### config.mk
export PLATFORM = sky130hd
export DESIGN_NAME = pipeTop
export DESIGN_NICKNAME = d
export VERILOG_FILES = /design/src/hdl/pipePkg.sv /design/src/hdl/stageBus.sv /design/src/hdl/fetchPc.sv /design/src/hdl/mulDivTimer.sv /design/src/hdl/pipeCtrl.sv /design/src/hdl/pipeTop.sv /design/src/hdl/stageReg.sv
export SDC_FILE = /design/constraint.sdc
export NUM_CORES = 1
export LEC_CHECK = 0
export ABC_AREA = 0
export BUFFER_PORTS_ARGS = -buffer_cell sky130_fd_sc_hd__buf_4
export CORE_ASPECT_RATIO = 0.5
export CORE_MARGIN = 1.5
export CORE_UTILIZATION = 50
export CTS_BUF_LIST = sky130_fd_sc_hd__clkbuf_4 sky130_fd_sc_hd__clkbuf_8
export DETAILED_ROUTE_END_ITERATION = 10
export GPL_ROUTABILITY_DRIVEN = 0
export GPL_TIMING_DRIVEN = 0
export PLACE_DENSITY_LB_ADDON = 0.2
export SLEW_MARGIN = 10
export SYNTH_ARGS = -nofsm -noshare
export SYNTH_HDL_FRONTEND = slang
export SYNTH_SLANG_ARGS = --single-unit
### constraint.sdc
create_clock -name clk -period 5.44 [get_ports clk]
set_clock_uncertainty 0.1 [all_clocks]
set_input_delay 0.544 -clock clk [delete_from_list [all_inputs] [get_ports clk]]
set_output_delay 0.544 -clock clk [all_outputs]
set_load 0.01 [all_outputs]
### src/hdl/pipePkg.sv
package pipePkg;

	// ################################################
	// Fetch addresses and multicycle timing.
	// ################################################
	localparam logic [31:0] resetPc = 32'hbfc0_0000;
	localparam logic [31:0] excVector = 32'hbfc0_0380;
	localparam int mulDivCycles = 4; // Cycles a mult/div holds execute.

	// ################################################
	// Instruction encodings.
	// ################################################
	localparam logic [5:0] opSpecial = 6'h00;
	localparam logic [5:0] fnMult = 6'h18;
	localparam logic [5:0] fnMultu = 6'h19;
	localparam logic [5:0] fnDiv = 6'h1a;
	localparam logic [5:0] fnDivu = 6'h1b;
	localparam logic [5:0] fnSyscall = 6'h0c;
	localparam logic [31:0] eretWord = 32'h4200_0018;

	typedef enum logic [2:0] {
		opAlu,
		opMulDiv,
		opSyscall,
		opEret,
		opNop
	} opcodeT;

	// excNone shares code 0 with excInt, excTaken tells them apart.
	typedef enum logic [4:0] {
		excInt = 5'd0,
		excSys = 5'd8
	} excCodeT;
	localparam excCodeT excNone = excInt;

	typedef enum logic [1:0] {
		stRun,
		stMulDiv,
		stRedirect // Redirected fetch, waiting for the new path in memory.
	} ctrlStateT;

endpackage

### src/hdl/stageBus.sv
`timescale 1ns/1ps

interface stageBus;
	logic [31:0] pc;
	logic [31:0] instr;
	logic valid;
	logic exception; // Fault raised by an earlier stage.
	pipePkg::excCodeT excCode;

	modport up (
		output pc,
		output instr,
		output valid,
		output exception,
		output excCode
	);

	modport down (
		input pc,
		input instr,
		input valid,
		input exception,
		input excCode
	);
endinterface

### src/hdl/fetchPc.sv
`timescale 1ns/1ps

module fetchPc (
	input logic clk,
	input logic rst,
	input logic wr,
	input logic redirect,
	input logic [31:0] redirectPc,
	output logic [31:0] imemAddr,
	input logic [31:0] imemData,
	stageBus.up slot
);
	logic [31:0] pc;

	always_ff @(posedge clk) begin
		if (!rst) begin
			pc <= pipePkg::resetPc;
		end else if (redirect) begin
			pc <= redirectPc; // Wins over a held front end.
		end else if (wr) begin
			pc <= pc + 32'd4;
		end
	end

	assign imemAddr = pc;

	// Memory answers in the same cycle.
	assign slot.pc = pc;
	assign slot.instr = imemData;
	assign slot.valid = !redirect; // Wrong-path word.
	assign slot.exception = 1'b0;
	assign slot.excCode = pipePkg::excNone;

endmodule

### src/hdl/mulDivTimer.sv
`timescale 1ns/1ps

module mulDivTimer (
	input logic clk,
	input logic rst,
	input logic start,
	output logic busy
);
	logic [2:0] count;

	always_ff @(posedge clk) begin
		if (!rst) begin
			count <= 3'd0;
		end else if (start) begin
			count <= 3'(pipePkg::mulDivCycles);
		end else if (count != 3'd0) begin
			count <= count - 3'd1;
		end
	end

	assign busy = (count != 3'd0);

endmodule

### src/hdl/pipeCtrl.sv
`timescale 1ns/1ps

module pipeCtrl (
	input logic clk,
	input logic rst,
	input logic dataStall,
	input logic irq,
	stageBus.down busE,
	stageBus.down busM,
	stageBus.down busW,
	input logic mdBusy,
	output logic mdStart,
	output logic wrF,
	output logic wrD,
	output logic wrE,
	output logic wrM,
	output logic wrW,
	output logic flushD,
	output logic flushE,
	output logic flushM,
	output logic flushW,
	output logic redirect,
	output logic [31:0] redirectPc,
	output logic commitValid,
	output logic [31:0] commitPc,
	output logic [31:0] commitInstr,
	output logic excTaken,
	output pipePkg::excCodeT excCode,
	output logic [31:0] epc
);
	pipePkg::ctrlStateT state;
	pipePkg::ctrlStateT stateNext;
	pipePkg::opcodeT opE;
	pipePkg::opcodeT opM;
	logic go;
	logic isInt;
	logic takeEret;
	logic frontHold;
	logic [31:0] retPc;

	function automatic pipePkg::opcodeT classify(input logic [31:0] instr);
		logic [5:0] op;
		logic [5:0] fn;
		op = instr[31:26];
		fn = instr[5:0];
		if (instr == 32'h0000_0000) begin
			return pipePkg::opNop;
		end
		if (instr == pipePkg::eretWord) begin
			return pipePkg::opEret;
		end
		if (op == pipePkg::opSpecial && fn == pipePkg::fnSyscall) begin
			return pipePkg::opSyscall;
		end
		if (op == pipePkg::opSpecial && (fn == pipePkg::fnMult || fn == pipePkg::fnMultu ||
				fn == pipePkg::fnDiv || fn == pipePkg::fnDivu)) begin
			return pipePkg::opMulDiv;
		end
		return pipePkg::opAlu;
	endfunction

	assign opE = classify(busE.instr);
	assign opM = classify(busM.instr);
	assign go = !dataStall; // The whole pipe freezes on a data stall.

	// ################################################
	// Exception and return decision in memory.
	// ################################################
	// Interrupts wait until the first slot of a redirected path has passed.
	assign isInt = irq && (state != pipePkg::stRedirect);
	assign excTaken = go && busM.valid &&
		(busM.exception || opM == pipePkg::opSyscall || isInt);
	assign takeEret = go && busM.valid && !excTaken && (opM == pipePkg::opEret);
	assign redirect = excTaken || takeEret;
	assign redirectPc = excTaken ? pipePkg::excVector : retPc;

	always_comb begin
		if (isInt) begin
			excCode = pipePkg::excInt;
		end else if (busM.exception) begin
			excCode = busM.excCode;
		end else begin
			excCode = pipePkg::excSys;
		end
	end

	assign epc = busM.pc;

	always_ff @(posedge clk) begin
		if (excTaken) begin
			retPc <= (opM == pipePkg::opSyscall && !isInt) ? busM.pc + 32'd4 : busM.pc;
		end
	end

	// ################################################
	// Stage writes and flushes.
	// ################################################
	assign mdStart = go && !redirect && busE.valid && (opE == pipePkg::opMulDiv) &&
		(state != pipePkg::stMulDiv);
	assign frontHold = mdStart || (state == pipePkg::stMulDiv && mdBusy);

	assign wrF = go && !frontHold;
	assign wrD = go && !frontHold;
	assign wrE = go && !frontHold;
	assign wrM = go;
	assign wrW = go;
	assign flushD = redirect;
	assign flushE = redirect;
	assign flushM = redirect || (go && frontHold); // Bubbles behind a held execute.
	assign flushW = excTaken; // An ERET still retires.

	assign commitValid = go && busW.valid && !busW.exception;
	assign commitPc = busW.pc;
	assign commitInstr = busW.instr;

	// ################################################
	// Control FSM.
	// ################################################
	always_comb begin
		stateNext = state;
		case (state)
			pipePkg::stRun: begin
				if (mdStart) begin
					stateNext = pipePkg::stMulDiv;
				end
			end
			pipePkg::stMulDiv: begin
				if (go && !mdBusy) begin
					stateNext = pipePkg::stRun; // Mult/div leaves execute now.
				end
			end
			default: begin
				if (mdStart) begin
					stateNext = pipePkg::stMulDiv;
				end else if (go && busM.valid) begin
					stateNext = pipePkg::stRun;
				end
			end
		endcase
		if (redirect) begin
			stateNext = pipePkg::stRedirect;
		end
	end

	always_ff @(posedge clk) begin
		if (!rst) begin
			state <= pipePkg::stRun;
		end else begin
			state <= stateNext;
		end
	end

endmodule

### src/hdl/pipeTop.sv
`timescale 1ns/1ps

module pipeTop (
	input logic clk,
	input logic rst,
	output logic [31:0] imemAddr,
	input logic [31:0] imemData,
	input logic dataStall,
	input logic irq,
	output logic commitValid,
	output logic [31:0] commitPc,
	output logic [31:0] commitInstr,
	output logic excTaken,
	output pipePkg::excCodeT excCode,
	output logic [31:0] epc
);
	logic wrF;
	logic wrD;
	logic wrE;
	logic wrM;
	logic wrW;
	logic flushD;
	logic flushE;
	logic flushM;
	logic flushW;
	logic redirect;
	logic [31:0] redirectPc;
	logic mdStart;
	logic mdBusy;

	stageBus busF();
	stageBus busD();
	stageBus busE();
	stageBus busM();
	stageBus busW();

	fetchPc i_fetchPc (
		.clk(clk),
		.rst(rst),
		.wr(wrF),
		.redirect(redirect),
		.redirectPc(redirectPc),
		.imemAddr(imemAddr),
		.imemData(imemData),
		.slot(busF)
	);

	stageReg i_stageD (.clk(clk), .rst(rst), .wr(wrD), .flush(flushD), .prev(busF), .next(busD));
	stageReg i_stageE (.clk(clk), .rst(rst), .wr(wrE), .flush(flushE), .prev(busD), .next(busE));
	stageReg i_stageM (.clk(clk), .rst(rst), .wr(wrM), .flush(flushM), .prev(busE), .next(busM));
	stageReg i_stageW (.clk(clk), .rst(rst), .wr(wrW), .flush(flushW), .prev(busM), .next(busW));

	mulDivTimer i_mulDivTimer (
		.clk(clk),
		.rst(rst),
		.start(mdStart),
		.busy(mdBusy)
	);

	pipeCtrl i_pipeCtrl (
		.clk(clk),
		.rst(rst),
		.dataStall(dataStall),
		.irq(irq),
		.busE(busE),
		.busM(busM),
		.busW(busW),
		.mdBusy(mdBusy),
		.mdStart(mdStart),
		.wrF(wrF),
		.wrD(wrD),
		.wrE(wrE),
		.wrM(wrM),
		.wrW(wrW),
		.flushD(flushD),
		.flushE(flushE),
		.flushM(flushM),
		.flushW(flushW),
		.redirect(redirect),
		.redirectPc(redirectPc),
		.commitValid(commitValid),
		.commitPc(commitPc),
		.commitInstr(commitInstr),
		.excTaken(excTaken),
		.excCode(excCode),
		.epc(epc)
	);

endmodule

### src/hdl/stageReg.sv
`timescale 1ns/1ps

module stageReg (
	input logic clk,
	input logic rst,
	input logic wr,
	input logic flush,
	stageBus.down prev,
	stageBus.up next
);

	always_ff @(posedge clk) begin
		if (!rst || flush) begin
			next.valid <= 1'b0;
			next.exception <= 1'b0;
			next.excCode <= pipePkg::excNone;
			next.instr <= 32'h0000_0000; // Pc is left alone.
		end else if (wr) begin
			next.pc <= prev.pc;
			next.instr <= prev.instr;
			next.valid <= prev.valid;
			next.exception <= prev.exception;
			next.excCode <= prev.excCode;
		end
	end

endmodule

# Word level (Yosys, flattened, before mapping)
# Index checks and enable logic that the tools add are counted.
# op_classes
add_sub_neg	3
mul	0
div	0
n_lt_le_gt_ge	0
eq_ne	22
shifts	0
mux	49
n_bitwise	5
n_reduce_logical	56
# ops
cell	n
$mux 32	4
$add 32x3->32 const B	2
$eq 32x31->1 const B	2
$logic_not 32->1	2
$mux 3	18
$eq 6x5->1 const B	8
$mux 1	20
$logic_and 1x1->1	19
$logic_or 1x1->1	13
$eq 6x4->1 const B	2
$logic_not 6->1	2
$mux 2	5
$logic_not 1->1	7
$eq 3x2->1 const B	2
$reduce_and 2->1	3
$reduce_and 3->1	2
$reduce_bool 3->1	2
$not 1->1	5
$mux 4	1
$ne 2x1->1 const B	2
$ne 2x2->1 const B	2
$pmux 2 s2	1
$reduce_bool 2->1	2
$reduce_bool 4->1	1
7 further kinds	8
# totals
ff_bits	329
latch_bits	0
ram_bits	0
romBits	0
inputBits	36
n_memories	0

# Depth between registers and ports, before layout
# Gate-level depths: netlist of the first run.
# logic_depth
word_depth	31
ltp_mapped	10
ltp_nobuf	8

# By module
# A second synthesis of the first run with hierarchy kept.
# hier_totals
cells_unflattened	1302
area_unflattened_um2	15371.0
# by_module_without_submodules
module	n_inst	cells_per_inst	area_each_um2
stageReg	4	161	2399.8
pipeCtrl	1	323	3106.7
fetchPc	1	317	2497.4
mulDivTimer	1	18	167.7

# Least setup slack after synthesis of the first run
# No wires, ideal clock.
# synth_path
path_type	reg2reg
startpoint	register i_stageM.next.instr[0]
endpoint	register i_stageD.next.pc[0] (enable)
arrival_ns	5.041
required_time_ns	4.853
path_slack_ns	-0.187
stages_incl_launch_ff	8
path_buffers	1
synth_period_minus_slack_ns	5.627
path_cell_list	dfxtp_1 -> nor4b_4 -> and4_1 -> o21ai_4 -> inv_1 -> o31ai_2 -> clkbuf_1 -> nor2_1
# synth_via
elab_chain_cells	29
word_cells_on_any_way	48
classes_between	8 x eq/ne; 17 x mux; 1 x bitwise; 22 x reduce/logical
# synth_lines
item	line	rtl
start, declared	stageBus.sv:12	output instr,
$eq 6x5->1	pipeCtrl.sv:55	if (op == pipePkg::opSpecial && (fn == pipePkg::fnMult || fn == pipePkg::fnMultu ||
$logic_or 1x1->1 (2 in series)	pipeCtrl.sv:55	
$logic_or 1x1->1	pipeCtrl.sv:56	fn == pipePkg::fnDiv || fn == pipePkg::fnDivu)) begin
$logic_and 1x1->1	pipeCtrl.sv:55	
$mux 1 (2 in series)	pipeCtrl.sv:55	
$mux 1	pipeCtrl.sv:52	if (op == pipePkg::opSpecial && fn == pipePkg::fnSyscall) begin
$mux 1	pipeCtrl.sv:49	if (instr == pipePkg::eretWord) begin
$mux 3	pipeCtrl.sv:59	return pipePkg::opAlu;
[... 6 more ...]	-	
named net excTaken	pipeTop.sv:13	output logic excTaken,
[... 1 more ...]	-	
$logic_and 1x1->1 (2 in series)	pipeCtrl.sv:73	assign takeEret = go && busM.valid && !excTaken && (opM == pipePkg::opEret);
$logic_or 1x1->1 *	pipeCtrl.sv:74	assign redirect = excTaken || takeEret;
$logic_not 1->1	pipeCtrl.sv:98	assign mdStart = go && !redirect && busE.valid && (opE == pipePkg::opMulDiv) &&
$logic_and 1x1->1 (4 in series)	pipeCtrl.sv:98	
$logic_or 1x1->1	pipeCtrl.sv:100	assign frontHold = mdStart || (state == pipePkg::stMulDiv && mdBusy);
$logic_not 1->1	pipeCtrl.sv:103	assign wrD = go && !frontHold;
$logic_and 1x1->1	pipeCtrl.sv:103	
$reduce_and 2->1 (no line) *	-	
end, declared	stageBus.sv:11	output pc,
# Mark *: on every way through the listed nets, which the timed path passes. The rest lies on a longest branch. The select of a mux whose other input is x is not followed.
# A chain may end at the register's enable or synchronous reset.

# Final worst setup path of the first run
# layout_path
startpoint	register i_stageM.next.instr[2]
endpoint	register i_stageM.next.pc[7] (enable)
# layout_via
elab_chain_cells	31
word_cells_on_any_way	48
classes_between	8 x eq/ne; 17 x mux; 1 x bitwise; 22 x reduce/logical
# layout_lines
item	line	rtl
$eq 6x5->1	pipeCtrl.sv:55	
$logic_or 1x1->1 (2 in series)	pipeCtrl.sv:55	
$logic_or 1x1->1	pipeCtrl.sv:56	
$logic_and 1x1->1	pipeCtrl.sv:55	
$mux 1 (2 in series)	pipeCtrl.sv:55	
$mux 1	pipeCtrl.sv:52	
$mux 1	pipeCtrl.sv:49	
$mux 3	pipeCtrl.sv:59	
[... 10 more ...]	-	
$logic_not 1->1	pipeCtrl.sv:98	
$logic_and 1x1->1 (4 in series)	pipeCtrl.sv:98	
$logic_or 1x1->1	pipeCtrl.sv:100	
$logic_and 1x1->1	pipeCtrl.sv:109	assign flushM = redirect || (go && frontHold);
$logic_or 1x1->1 *	pipeCtrl.sv:109	
$logic_or 1x1->1 *	stageReg.sv:13	if (!rst || flush) begin
$not 1->1 (no line) *	-	
$reduce_and 2->1 (no line) *	-	
end, declared	stageBus.sv:11	
# Mark *: on every way between the ends. The rest lies on a longest branch, timed or not. The select of a mux whose other input is x is not followed.

==> results of run 1 <==
[per-stage QoR]
step	power (mW)	instance area (um2)	hold slack [ns]	setup slack [ns]	utilization (%)
2_1_floorplan	2.936	12580	0.3003	0.8841	-
3_3_place_gp	3.040	14230	0.3003	-0.6290	58.49
3_5_place_dp	3.062	14340	0.3045	1.535	58.94
4_1_cts	5.083	15320	0.09543	1.522	63.00
5_1_grt	5.229	15330	0.1072	1.254	63.01
6_report	5.048	15330	0.1085	1.591	63.01
[flip-flops by register name, summed over array words and instances (netlist names)]
register	count
i_fetchPc.imemAddr	32
i_mulDivTimer.count	3
i_pipeCtrl.retPc	32
i_pipeCtrl.state	2
i_stageD.next.instr	32
i_stageD.next.pc	32
i_stageD.next.valid	1
i_stageE.next.instr	32
i_stageE.next.pc	32
i_stageE.next.valid	1
i_stageM.next.instr	32
i_stageM.next.pc	32
i_stageM.next.valid	1
i_stageW.next.instr	32
i_stageW.next.pc	32
i_stageW.next.valid	1
[Yosys cell counts, types with 3 or more instances]
| cell | n | area (um2) |
|---|---|---|
| a22o_1 | 3 | 26.28 |
| buf_2 | 18 | 90.09 |
| nor2b_1 | 3 | 18.77 |
| edfxtp_1 | 160 | 4805 |
| o31ai_1 | 3 | 22.52 |
| nand3_1 | 24 | 120.1 |
| buf_4 | 10 | 75.07 |
| o21ai_0 | 13 | 65.06 |
| nand3b_1 | 25 | 187.7 |
| inv_1 | 18 | 67.56 |
| xor2_1 | 12 | 105.1 |
| mux2i_1 | 40 | 400.4 |
| and2_1 | 5 | 31.28 |
| buf_1 | 3 | 11.26 |
| a22oi_1 | 6 | 45.04 |
| nand2_1 | 200 | 750.7 |
| clkbuf_1 | 31 | 116.4 |
| or4_1 | 6 | 45.04 |
| nor4_1 | 12 | 75.07 |
| dfxtp_1 | 169 | 3383 |
| a31oi_1 | 6 | 37.54 |
| o221a_2 | 3 | 33.78 |
| nand4_1 | 21 | 131.4 |
| nand2b_1 | 6 | 37.54 |
| o211a_1 | 6 | 60.06 |
| or3_1 | 3 | 18.77 |
| and4_1 | 7 | 61.31 |
| ha_1 | 4 | 50.05 |
| and3_1 | 9 | 56.30 |
| a21oi_1 | 118 | 590.6 |
| a211oi_1 | 4 | 30.03 |
| nor3_1 | 19 | 95.09 |
| a221oi_1 | 3 | 26.28 |
| nor2_1 | 84 | 315.3 |
| xnor2_1 | 28 | 245.2 |
[final timing paths]
path / from / to / slack, ns / cells past startpoint
max: i_stageM.next.instr[2]$_SDFFE_PP0N_ / i_stageM.next.pc[7]$_DFFE_PP_ / 1.59 / 8
min: imemData[5] / i_stageD.next.instr[5]$_SDFFE_PP0P_ / 0.11 / 3
max reg2reg: i_stageM.next.instr[2]$_SDFFE_PP0N_ / i_stageM.next.pc[7]$_DFFE_PP_ / 1.59 / 8
min reg2reg: i_stageE.next.pc[24]$_DFFE_PP_ / i_stageM.next.pc[24]$_DFFE_PP_ / 0.31 / 0
[routing by layer]
metal | GRT usage, % | wire [um]
met5 | 0 | 0
met4 | 6.093 | 519
met3 | 4.830 | 2329
met2 | 37.46 | 14200
met1 | 33.36 | 13840
[kinds of logic after synthesis]
kind of cell    count (synthesis)  share of synthesized area (%)
compound gates                185                          8.914
xor+xnor                       40                          2.789
fa+ha+maj                       4                         0.3984
buf+inv                        80                          2.868
flops                         329                          65.18
mux                            40                          3.187
other cells                     1                        0.02985
simple gates                  438                          16.63
[worst max-delay path, stage by stage, from the launching register on]
cell,delay [ns]
dfxtp_1,0.40
nor3b_1,0.50
and4_1,0.38
o21ai_4,0.14
inv_2,0.67
o31ai_2,0.27
clkbuf_1,0.32
nor2_4,0.53
buf_16,0.23
[power groups by stage]
stage	logic [mW]	clock network, mW	registers (mW)
finish	0.300	2.04	2.71
global route	0.333	2.18	2.71
CTS	0.301	2.07	2.71
detailed placement	0.300	0	2.76
global placement	0.279	0	2.76
floorplan	0.178	0	2.76
[cell type report]
cell class	count	area share, %
sequential	329	53.42
multi-input combinational	711	26.41
timing repair buffer	168	8.604
clock buffer	68	5.616
tap	336	2.743
buffer	62	1.910
clock inverter	16	0.8408
inverter	18	0.4408
antenna	1	0.01633
==> summary by stage, run 1 <==
Finish
The fraction of final layout cells with drive strength greater than 1 is 21.21%. Leaving out fill and tap cells, the most frequent cell in the layout is nand2_1. The library cells used most frequently in the layout, excluding fill and tap cells, are 200 x nand2_1, 174 x buf_4, 169 x dfxtp_1. Counting the fill cells in the layout gives 2009. In the final layout, the multi-input gates occupy 4048 um2. In the final design database the tool counted 1375 nets. Across the whole layout, storage elements account for 8188 um2. The final standard cell count with taps included and fillers excluded is 1709. Relative to the synthesized area, the layout overhead comes to 22.01%.

Global route
The first global-routing pass estimated 47530 um of wire. The global route total overflow is 0. Entering global routing, the biggest net connects 37 pins. The initial antenna violation count was 1. The via count of the first global-routing pass was 8790. For this run, the total global-route usage over all layers was measured as 23.61%.

Yosys
The number of instances in the synthesized netlist is 1117. Yosys mapped the design onto 62 distinct sky130hd cell types. The cell area that synthesis handed to floorplanning was 12560 um2. The number of synthesized flops with an enable pin is 160. For this run, asynchronously set or reset flops after synthesis account for 0%.

Summing the sequential cell areas from Yosys gives 65.18% of the chip area. The synthesized design contains 329 register bits. The average instance in the mapped netlist occupies 11.25 um2.

The main flop type after synthesis is dfxtp_1. During synthesis, Yosys emitted a total of 0 warnings.

CTS
The number of buffers inserted to repair setup after CTS is 0. Clock latency on the worst-skew pair, taken at its later pin, is 0.58 ns. The clock slew seen by the registers of the worst setup and hold paths is 0.07 ns. The number of clock buffers inserted by TritonCTS is 45. The clock root buffer is clkbuf_8. The tree built by TritonCTS fans out to 329 sinks. The number of buffers added to fix hold violations after cts is 0. TritonCTS built the clock tree. CTS built an H-tree with a depth of 2. The clock tree buffer depth is 3. The post-cts sizing count is 0.

Placed design
Summed over all nets, the half-perimeter wirelength after detailed placement is 21980 um. The number of buffer cells added on primary ports is 164. The number of placed instances, taps included, is 1624.

Die
The floorplan step defined a die boundary enclosing 26140 um2. The effective utilization at floorplan is 51.65%. The core area is 24320 um2. The die is 227.2 um wide. After floorplanning, the core was divided into 40 placement rows. The floorplan step set the die height to 115.1 um. For this design the top-level I/O count stands at 171.

Job
Across the run, the number of max-cap violations was 0.

Detailed routing
The total via count in the routed design is 9199. The number of design-rule violations left by the first detailed-router iteration is 625. Wires add up to 30880 um. In the routed layout, each cell is associated on average with a via count of 5.383. The average wire per standard cell is 18.07 um. The count of nets left with antenna violations once routing finished came out at 0. For this run, the detailed router's first-pass iteration total came to 5. For this run, design rule violations remaining after detail routing come to 0.

Power and ir drop
The worst ir drop on vdd is 0.1568 mV. Net switching is 22.84% of the power. The relative contribution of the clock network to total power is 40.4%.

The analysis attributes to cell leakage a power of 5.612 nW. Cell internal power was estimated by the tool at 3.895 mW. The share of power burned in registers is 53.6%. In this run the power density over the cells is 329.4 nW/um2. The combinational share of power is 5.9%. The switching power is 1.153 mW.

Timing
At the pin with the least slew margin, the transition time is 1.062 ns. The final critical-path required period is 3.849 ns. Headroom to the max-slew limit came out at 29.03%. The final number of hold-violating endpoints is 0. Setup violations remaining at the end of the flow were counted as 0.

Static timing analysis puts the maximum clock frequency at 259.8 MHz. For the final routed database, the setup TNS stands at 0 ns. Setup repair after global routing left no endpoint under its margin. The final critical path takes up 70.76% of the cycle. The number of slew-limit violations in the final report came to 0.

Setup path
Data on the critical path arrives at its endpoint at 4.02 ns. The critical path in this run is classified as flip-flop to flip-flop. STA classifies the critical path startpoint as a flip-flop. For the worst setup path, the data required time is 5.61 ns. The worst setup path is captured at a flip-flop. Of all nets on the critical path, the largest fanout is 36.

Status
The run finished with clean final reports.

Hold path
In this run the worst hold path is classified as primary input to flip-flop.
Power figures use the tool's default switching activity.
==> run 2: changes to the inputs <==
==> constraint.sdc (replaced) <==
create_clock -name clk -period 3.6 [get_ports clk]
set_clock_uncertainty 0.1 [all_clocks]
set_input_delay 0.36 -clock clk [delete_from_list [all_inputs] [get_ports clk]]
set_output_delay 0.36 -clock clk [all_outputs]
set_load 0.01 [all_outputs]
==> summary by stage, run 2 (synthesis results as in run 1) <==
Die
The width of the die is 227.2 um (unchanged). The effective utilization at floorplan is 51.65% (unchanged). The I/O pin count is 171 (unchanged). The die outline height was 115.1 um (unchanged).

The core area came to 24320 um2 (unchanged). The number of placement rows came to 40 (unchanged). The floorplan die area is 26140 um2 (unchanged).

Finish
The fraction of final layout cells with drive strength greater than 1 came to 20.66% (was 21.21%). The area growth from synthesis to layout is 24.06% (was 22.01%). The commonest non-fill, non-tap cell in the layout is nand2_1 (unchanged).

The design area is 15580 um2 (was 15330 um2). The final standard cell count with taps included and fillers excluded is 1736 (was 1709). The number of nets in the final layout is 1408 (was 1375).

The utilization of the core after routing is 64.07% (was 63.01%). The number of fillers in the final layout is 1957 (was 2009). Most frequent cells in the layout: 200 x nand2_1, 175 x buf_4, 169 x dfxtp_1 (was 200 x nand2_1, 174 x buf_4, 169 x dfxtp_1).

CTS
The clock tree buffer depth is 3 (unchanged). The clock root buffer is clkbuf_8 (unchanged). The number of clock buffers inserted by TritonCTS is 44 (was 45). The clock latency at the later pin of the worst-skew pair is 0.57 ns (was 0.58 ns). The clock sink total is 329 (unchanged).

The clock slew seen by the registers of the worst setup and hold paths came to 0.07 ns (about the same). The number of levels the H-tree was split into came to 2 (unchanged). The CTS tree was yes (unchanged).

Setup path
The reg-to-reg startpoint is i_stageM.next.instr[16]$_SDFFE_PP0N_ (was i_stageM.next.instr[2]$_SDFFE_PP0N_). The required time of the critical path was 3.76 ns (was 5.61 ns). The category of the critical setup timing path is flip-flop to flip-flop (unchanged).

The critical path launch point type was a flip-flop (unchanged). Worst-path cell chain: nor4_1 -> nand3_1 -> nor4_4 -> o31ai_2 -> clkbuf_1 -> nor2_4 -> buf_16 (was nor3b_1 -> and4_1 -> o21ai_4 -> inv_2 -> o31ai_2 -> clkbuf_1 -> nor2_4 -> buf_16). The end of the worst register-to-register path is i_stageM.next.pc[8]$_DFFE_PP_ (was i_stageM.next.pc[7]$_DFFE_PP_).

The arrival time at the worst endpoint came to 3.58 ns (was 4.02 ns). The standard cell with the maximum stage delay on the critical path was nor4_4 (was inv_2). The capturing element type of the critical path is a flip-flop (unchanged).

The number of cell instances on the worst register-to-register path is 7 (was 8). The minimum setup slack among reg-to-reg paths is 0.18 ns (was 1.59 ns). The peak fanout along the critical path is 20 (was 36). The largest stage delay on the critical path is 0.52 ns (was 0.67 ns).

Global route
The initial antenna violation count is 1 (unchanged). The via count of the first global-routing pass is 9164 (was 8790). The global route total overflow is 0 (unchanged). The pin count of the biggest net entering global routing is 33 (was 37). The met2 global-route usage was 37.97% (was 37.46%). The met1 capacity usage during global routing is 34.28% (was 33.36%).

The met3 track demand over resource is 4.702% (was 4.830%). The layer carrying the most global-route usage was met2 (unchanged). The global-route wire length before repair was 48840 um (was 47530 um).

The global router's overall resource usage is 24.14% (was 23.61%).

Placed design
The cell area after placement is 14340 um2 (about the same). The cell count after placement is 1624 (unchanged). The post-DP HPWL is 22160 um (was 21980 um).

The number of buffer cells added on primary ports is 164 (unchanged).

Timing
The number of setup violations in the final report was 0 (unchanged). The final number of hold-violating endpoints came to 0 (unchanged). The number of slew-limit violations in the final report is 0 (unchanged).

The worst-case headroom to the max-slew limit came to 30.64% (was 29.03%). RSZ-0062 raised after global routing: false (unchanged). The final critical-path required period was 3.415 ns (was 3.849 ns). The actual slew at the worst max-slew pin was 1.038 ns (was 1.062 ns). The maximum frequency from static timing analysis is 292.8 MHz (was 259.8 MHz). The share of the clock period used by the worst path after layout was 94.87% (was 70.76%). The worst slack on hold paths was 0.2123 ns (was 0.1085 ns).

Hold path
The cell depth of the worst hold path came to 3 (unchanged). The worst hold path endpoint was i_fetchPc.imemAddr[7]$_SDFFE_PN0P_ (was i_stageD.next.instr[5]$_SDFFE_PP0P_). The origin of the worst min-delay path is rst (was imemData[5]). The path class of the lowest-slack min-delay path was primary input to flip-flop (unchanged).

Job
The number of max-capacitance violations reported came to 0 (unchanged).

Power and ir drop
The power per unit of standard cell area is 477.2 nW/um2 (was 329.4 nW/um2). The overall power consumption is 7.437 mW (was 5.048 mW). The leakage power is 5.709 nW (was 5.612 nW). The worst ir drop on vdd is 0.2220 mV (was 0.1568 mV).

Detailed routing
The number of remaining DRC errors is 0 (unchanged). The total via count in the routed design is 9470 (was 9199). The average vias per placed instance is 5.455 (was 5.383).

The number of design-rule violations left by the first detailed-router iteration is 746 (was 625). The wire length reported by the detailed router is 31300 um (was 30880 um). The first-pass detailed-route iteration total is 6 (was 5). The remaining antenna violation count is 0 (unchanged).

The average wire per standard cell is 18.03 um (was 18.07 um).

Status
Status: complete, no violations (unchanged).
[run 2: cell count changes in the layout (fill, tap and decap cells not counted), moves of 2 or more]
cell           change
bufinv_16          -2
clkbuf_4           +5
clkbuf_8           -2
clkinv_1           -3
clkinv_2           -4
dlygate4sd3_1     +32
[run 2: timing repair]
item                                   CTS  global route
cloned                                   1             0
resized for setup                        0             1
endpoints found under the hold margin   32             0
setup endpoints to repair              158            91
pin swaps                                0             0
setup buffers                            1             0
hold buffers                            32             0
[run 2: per-layer routing]
layer  wire, um  up-vias
li1           -     4471
met1      14090     4568
met2      14320      381
met3       2394       50
met4        500        0
met5          0        -
[run 2: stage by stage]
step / TNS (ns) / setup slack, ns
floorplan: 0 / 0.1413
global placement: -123.50 / -1.022
detailed placement: -35.73 / -0.4382
CTS: 0 / 0.02176
global route: 0 / 0.01926
finish: 0 / 0.1845
[run 2: where the power goes]
part,internal (mW),switching (mW)
combinational,0.207,0.276
clock,1.53,1.33
sequential,4.02,0.0703
[run 2: worst max-delay path by stage]
stage | cells past startpoint | slack (ns) | from | end
after global placement | 7 | -1.02 | dataStall | i_stageW.next.pc[17]$_DFFE_PP_
after floorplan | 7 | 0.14 | i_stageM.next.instr[0]$_SDFFE_PP0N_ | i_stageD.next.pc[0]$_DFFE_PP_
after CTS | 7 | 0.02 | i_stageM.next.instr[16]$_SDFFE_PP0N_ | i_stageM.next.pc[21]$_DFFE_PP_
after global routing | 7 | 0.02 | i_stageM.next.instr[16]$_SDFFE_PP0N_ | i_stageM.next.pc[21]$_DFFE_PP_
final | 7 | 0.18 | i_stageM.next.instr[16]$_SDFFE_PP0N_ | i_stageM.next.pc[8]$_DFFE_PP_
after detailed placement | 8 | -0.44 | i_stageM.next.instr[2]$_SDFFE_PP0N_ | i_stageM.next.pc[4]$_DFFE_PP_
[run 2: critical path: cells and delay by family, from the launching register on]
| family | cells | cell delay (ns) |
|---|---|---|
| AOI/OAI and AO/OA | 1 | 0.21 |
| buffers and inverters | 2 | 0.58 |
| DFF | 1 | 0.34 |
| and+or+nand+nor | 4 | 1.87 |
[run 2: cell type report]
class / instances / area, um2 / area share [%]
Sequential cell: 329 / 8188 / 52.54
Multi-Input combinational cell: 711 / 4056 / 26.03
Timing Repair Buffer: 201 / 1647 / 10.57
Clock buffer: 71 / 870.8 / 5.588
Tap cell: 336 / 420.4 / 2.698
Buffer: 62 / 292.8 / 1.879
Inverter: 18 / 71.32 / 0.4576
Clock inverter: 6 / 31.28 / 0.2007
Timing Repair inverter: 1 / 5.005 / 0.03211
Antenna cell: 1 / 2.502 / 0.01606
==> run 3: changes to the inputs <==
--- a/config.mk
+++ b/config.mk
@@ -5,7 +5,7 @@
 export SDC_FILE = /design/constraint.sdc
 export NUM_CORES = 1
 export LEC_CHECK = 0
-export ABC_AREA = 0
+export ABC_AREA = 1
 export BUFFER_PORTS_ARGS = -buffer_cell sky130_fd_sc_hd__buf_4
 export CORE_ASPECT_RATIO = 0.5
 export CORE_MARGIN = 1.5
==> summary by stage, run 3 <==
Status
Status: complete, no violations (unchanged).

Global route
The global router's overall resource usage is 24.55% (was 24.14%). The global route total overflow came to 0 (unchanged). The via count of the first global-routing pass is 10390 (was 9164). The global-route wire length before repair is 53420 um (was 48840 um).

The pin count of the biggest net entering global routing is 32 (was 33). The initial antenna violation count is 0 (was 1).

CTS
The number of buffers inserted to repair setup after CTS is 0 (was 1). The post-cts sizing count is 0 (unchanged). The clock slew seen by the registers of the worst setup and hold paths is 0.06 ns (was 0.07 ns).

The CTS tree was yes (unchanged). The clock sink total came to 329 (unchanged). The number of clock buffers inserted by TritonCTS came to 45 (was 44). The number of levels the H-tree was split into is 2 (unchanged). The clock root buffer is clkbuf_8 (unchanged). The clock latency at the later pin of the worst-skew pair is 0.57 ns (about the same). The clock tree buffer depth is 3 (unchanged).

Hold path
The worst hold path endpoint is i_stageM.next.instr[2]$_SDFFE_PP0N_ (was i_fetchPc.imemAddr[7]$_SDFFE_PN0P_). The cell depth of the worst hold path is 4 (was 3). The origin of the worst min-delay path is dataStall (was rst). The path class of the lowest-slack min-delay path was primary input to flip-flop (unchanged).

Power and ir drop
The power per unit of standard cell area is 489.3 nW/um2 (was 477.2 nW/um2). The worst ir drop on vdd is 0.3067 mV (was 0.2220 mV). The overall power consumption is 8.047 mW (was 7.437 mW).

The leakage power came to 6.529 nW (was 5.709 nW).

Yosys
The number of synthesized flops with an enable pin is 160 (unchanged). List of most frequent post-synthesis cells: 309 x nand2_1, 193 x nor2_1, 169 x dfxtp_1 (was 200 x nand2_1, 169 x dfxtp_1, 160 x edfxtp_1). The number of instances in the synthesized netlist came to 1406 (was 1117). Top area cells in the synthesized netlist: edfxtp_1 36%, dfxtp_1 25%, nand2_1 8.7% (was edfxtp_1 38%, dfxtp_1 27%, nand2_1 6.0%). The share of Yosys cell area claimed by the top area cell type is 36.19% (was 38.25%).

The area fraction in compound gates after synthesis came to 6.588% (was 8.914%). The number of warnings reported in the yosys synthesis log came to 0 (unchanged). The mean area per synthesized cell is 9.442 um2 (was 11.25 um2). The synthesis-stage register bit count is 329 (unchanged).

The leading cell type by number of instances after synthesis is nand2_1 (unchanged). The mux contribution to synthesized area is 0.1508% (was 3.187%). The number of distinct library cells after synthesis is 39 (was 62). The share of synthesized cell area in full adder, half adder and majority cells is 0.3770% (was 0.3984%). The XOR/XNOR share of the synthesized area is 3.365% (was 2.789%). The main flop type after synthesis is dfxtp_1 (unchanged). The post-synth design cell area came to 13280 um2 (was 12560 um2). The area fraction in and, or, nand and nor cells after synthesis is 22.66% (was 16.63%). The leading area contributor after synthesis is edfxtp_1 (unchanged). The sequential area share after synthesis is 61.68% (was 65.18%). The share of synthesized registers carrying an async set or reset is 0% (unchanged). The largest family of logic cells by synthesized area was simple AND/OR/NAND/NOR gates (unchanged).

Finish
The sequential standard cell area is 8188 um2 (unchanged). The fraction of final layout cells with drive strength greater than 1 is 19.46% (was 20.66%). Most frequent cells in the layout: 309 x nand2_1, 190 x nor2_1, 178 x buf_4 (was 200 x nand2_1, 175 x buf_4, 169 x dfxtp_1). The area growth from synthesis to layout came to 23.89% (was 24.06%).

The number of fillers in the final layout is 2134 (was 1957). The utilization of the core after routing is 64.12% (was 64.07%). The commonest non-fill, non-tap cell in the layout is nand2_1 (unchanged). The area of the multi-input gates is 4437 um2 (was 4056 um2). The number of nets in the final layout is 1698 (was 1408). The design area came to 16450 um2 (was 15580 um2). The antenna diode count is 0 (was 1).

Die
The number of placement rows came to 41 (was 40). The core area came to 25650 um2 (was 24320 um2). The effective utilization at floorplan was 51.76% (was 51.65%). The I/O pin count is 171 (unchanged).

The width of the die is 233.4 um (was 227.2 um). The floorplan die area is 27600 um2 (was 26140 um2). The die outline height came to 118.2 um (was 115.1 um).

Job
The number of max-capacitance violations reported is 0 (unchanged).

Timing
The share of the clock period used by the worst path after layout came to 83.86% (was 94.87%). The maximum frequency from static timing analysis came to 331.2 MHz (was 292.8 MHz). The number of slew-limit violations in the final report is 0 (unchanged). The sum of negative setup slack is 0 ns (unchanged). The final critical-path required period was 3.019 ns (was 3.415 ns). The number of setup violations in the final report is 0 (unchanged).

The final number of hold-violating endpoints was 0 (unchanged). The worst-case headroom to the max-slew limit came to 55.88% (was 30.64%). RSZ-0062 raised after global routing: false (unchanged).

The actual slew at the worst max-slew pin was 0.6618 ns (was 1.038 ns). The worst slack on hold paths is 0.1780 ns (was 0.2123 ns).

Setup path
The worst path buffer plus inverter count came to 4 (was 2). The minimum setup slack among reg-to-reg paths came to 0.59 ns (was 0.18 ns). The largest stage delay on the critical path is 0.50 ns (was 0.52 ns). The dominant delay contributor by cell family on the critical path is buffers and inverters (was simple AND/OR/NAND/NOR gates). The capturing element type of the critical path is a primary output (was flip-flop).

The standard cell with the maximum stage delay on the critical path is clkbuf_2 (was nor4_4). The peak fanout along the critical path is 22 (was 20). The required time of the critical path is 3.14 ns (was 3.76 ns). The reg-to-reg startpoint is i_stageM.next.instr[17]$_SDFFE_PP0N_ (was i_stageM.next.instr[16]$_SDFFE_PP0N_).

The arrival time at the worst endpoint is 2.56 ns (was 3.58 ns). The critical path launch point type is a flip-flop (unchanged). The number of cells on the critical path is 10 (was 7).

The number of cell instances on the worst register-to-register path is 12 (was 7). The end of the worst register-to-register path is i_stageM.next.pc[8]$_DFFE_PP_ (unchanged). Worst-path cell chain: nor2_1 -> nand2_1 -> nor2_1 -> nand2_2 -> nand2_1 -> nand2_2 -> inv_1 -> clkbuf_2 -> buf_16 -> buf_4 (was nor4_1 -> nand3_1 -> nor4_4 -> o31ai_2 -> clkbuf_1 -> nor2_4 -> buf_16). The category of the critical setup timing path was flip-flop to primary output (was flip-flop to flip-flop).

Detailed routing
The number of design-rule violations left by the first detailed-router iteration is 841 (was 746). The remaining antenna violation count came to 0 (unchanged). The average wire per standard cell is 16.60 um (was 18.03 um).

The number of remaining DRC errors is 0 (unchanged). The first-pass detailed-route iteration total is 5 (was 6). The average vias per placed instance is 5.299 (was 5.455). The total via count in the routed design is 10780 (was 9470). The wire length reported by the detailed router came to 33780 um (was 31300 um).

Placed design
The post-DP HPWL was 24620 um (was 22160 um). The number of buffer cells added on primary ports is 165 (was 164). The cell area after placement is 15090 um2 (was 14340 um2).
[run 3: changes by cell type in the layout (fill, tap and decap cells not counted), sizes merged, moves of 8 or more]
cell | previous run | this run
and3 | 9 | 1
clkbuf | 102 | 114
inv | 18 | 73
mux2i | 40 | 2
nand2 | 201 | 313
nand3 | 24 | 77
nand3b | 25 | 2
nand4 | 22 | 77
nor2 | 84 | 204
nor4 | 13 | 2
o21ai | 15 | 48
xor2 | 12 | 30
[run 3: cell families (layout without fill, tap and decap cells)]
kind of cell,after synthesis,count (layout)
muxes,2,2
adders and majority gates,4,4
other,1,4
AOI/OAI and AO/OA,168,168
DFF,329,329
and+or+nand+nor,696,696
buffers and inverters,155,437
xor gates and xnor gates,51,51
[run 3: area by class of cell]
cell class | count | area share, %
plain buffers | 81 | 2.480
clock buffers | 70 | 5.630
clock inverters | 10 | 0.6466
inverters | 74 | 1.689
multi-input cells | 925 | 26.98
flip-flops and latches | 329 | 49.78
well taps | 344 | 2.617
repair buffers | 202 | 10.18
[run 3: worst min-delay path: stages]
cell and delay (ns):
buf_4 0.13, nor2_1 0.07, o21bai_1 0.16, nor2_2 0.09
[run 3: worst max-delay path by stage]
stage,end,start,slack (ns)
after floorplan,i_stageD.next.pc[0]$_DFFE_PP_,i_stageM.next.instr[4]$_SDFFE_PP0N_,0.06
after detailed placement,i_stageM.next.pc[18]$_DFFE_PP_,dataStall,0.56
after global routing,excTaken,i_stageM.next.instr[4]$_SDFFE_PP0N_,0.33
final,excTaken,i_stageM.next.instr[4]$_SDFFE_PP0N_,0.58
after global placement,i_stageE.next.pc[20]$_DFFE_PP_,dataStall,-1.10
after CTS,excTaken,i_stageM.next.instr[4]$_SDFFE_PP0N_,0.54
[run 3: where the power goes]
group / switching (mW) / total (mW) / internal (mW)
registers: 0.115 / 4.20 / 4.08
clock network: 1.39 / 3.18 / 1.78
logic: 0.385 / 0.673 / 0.288
[run 3: through the flow]
step                instances  setup slack (ns)
floorplan                1409           0.05817
global placement         1918            -1.105
detailed placement       1923            0.5630
CTS                      2035            0.5402
global route             2035            0.3313
finish                   2035            0.5809
[run 3: per-layer routing]
layer	vias to the layer above	GRT usage (%)	routed length, um
met1	5140	33.17	14730
met2	352	41.08	16110
met4	0	6.130	595
met3	55	4.199	2349
li1	5236	-	-
met5	-	0	0
[run 3: timing repair]
action                     CTS  global route
hold buffers                32             0
setup endpoints to repair    0             0
hold endpoints to repair    32             0
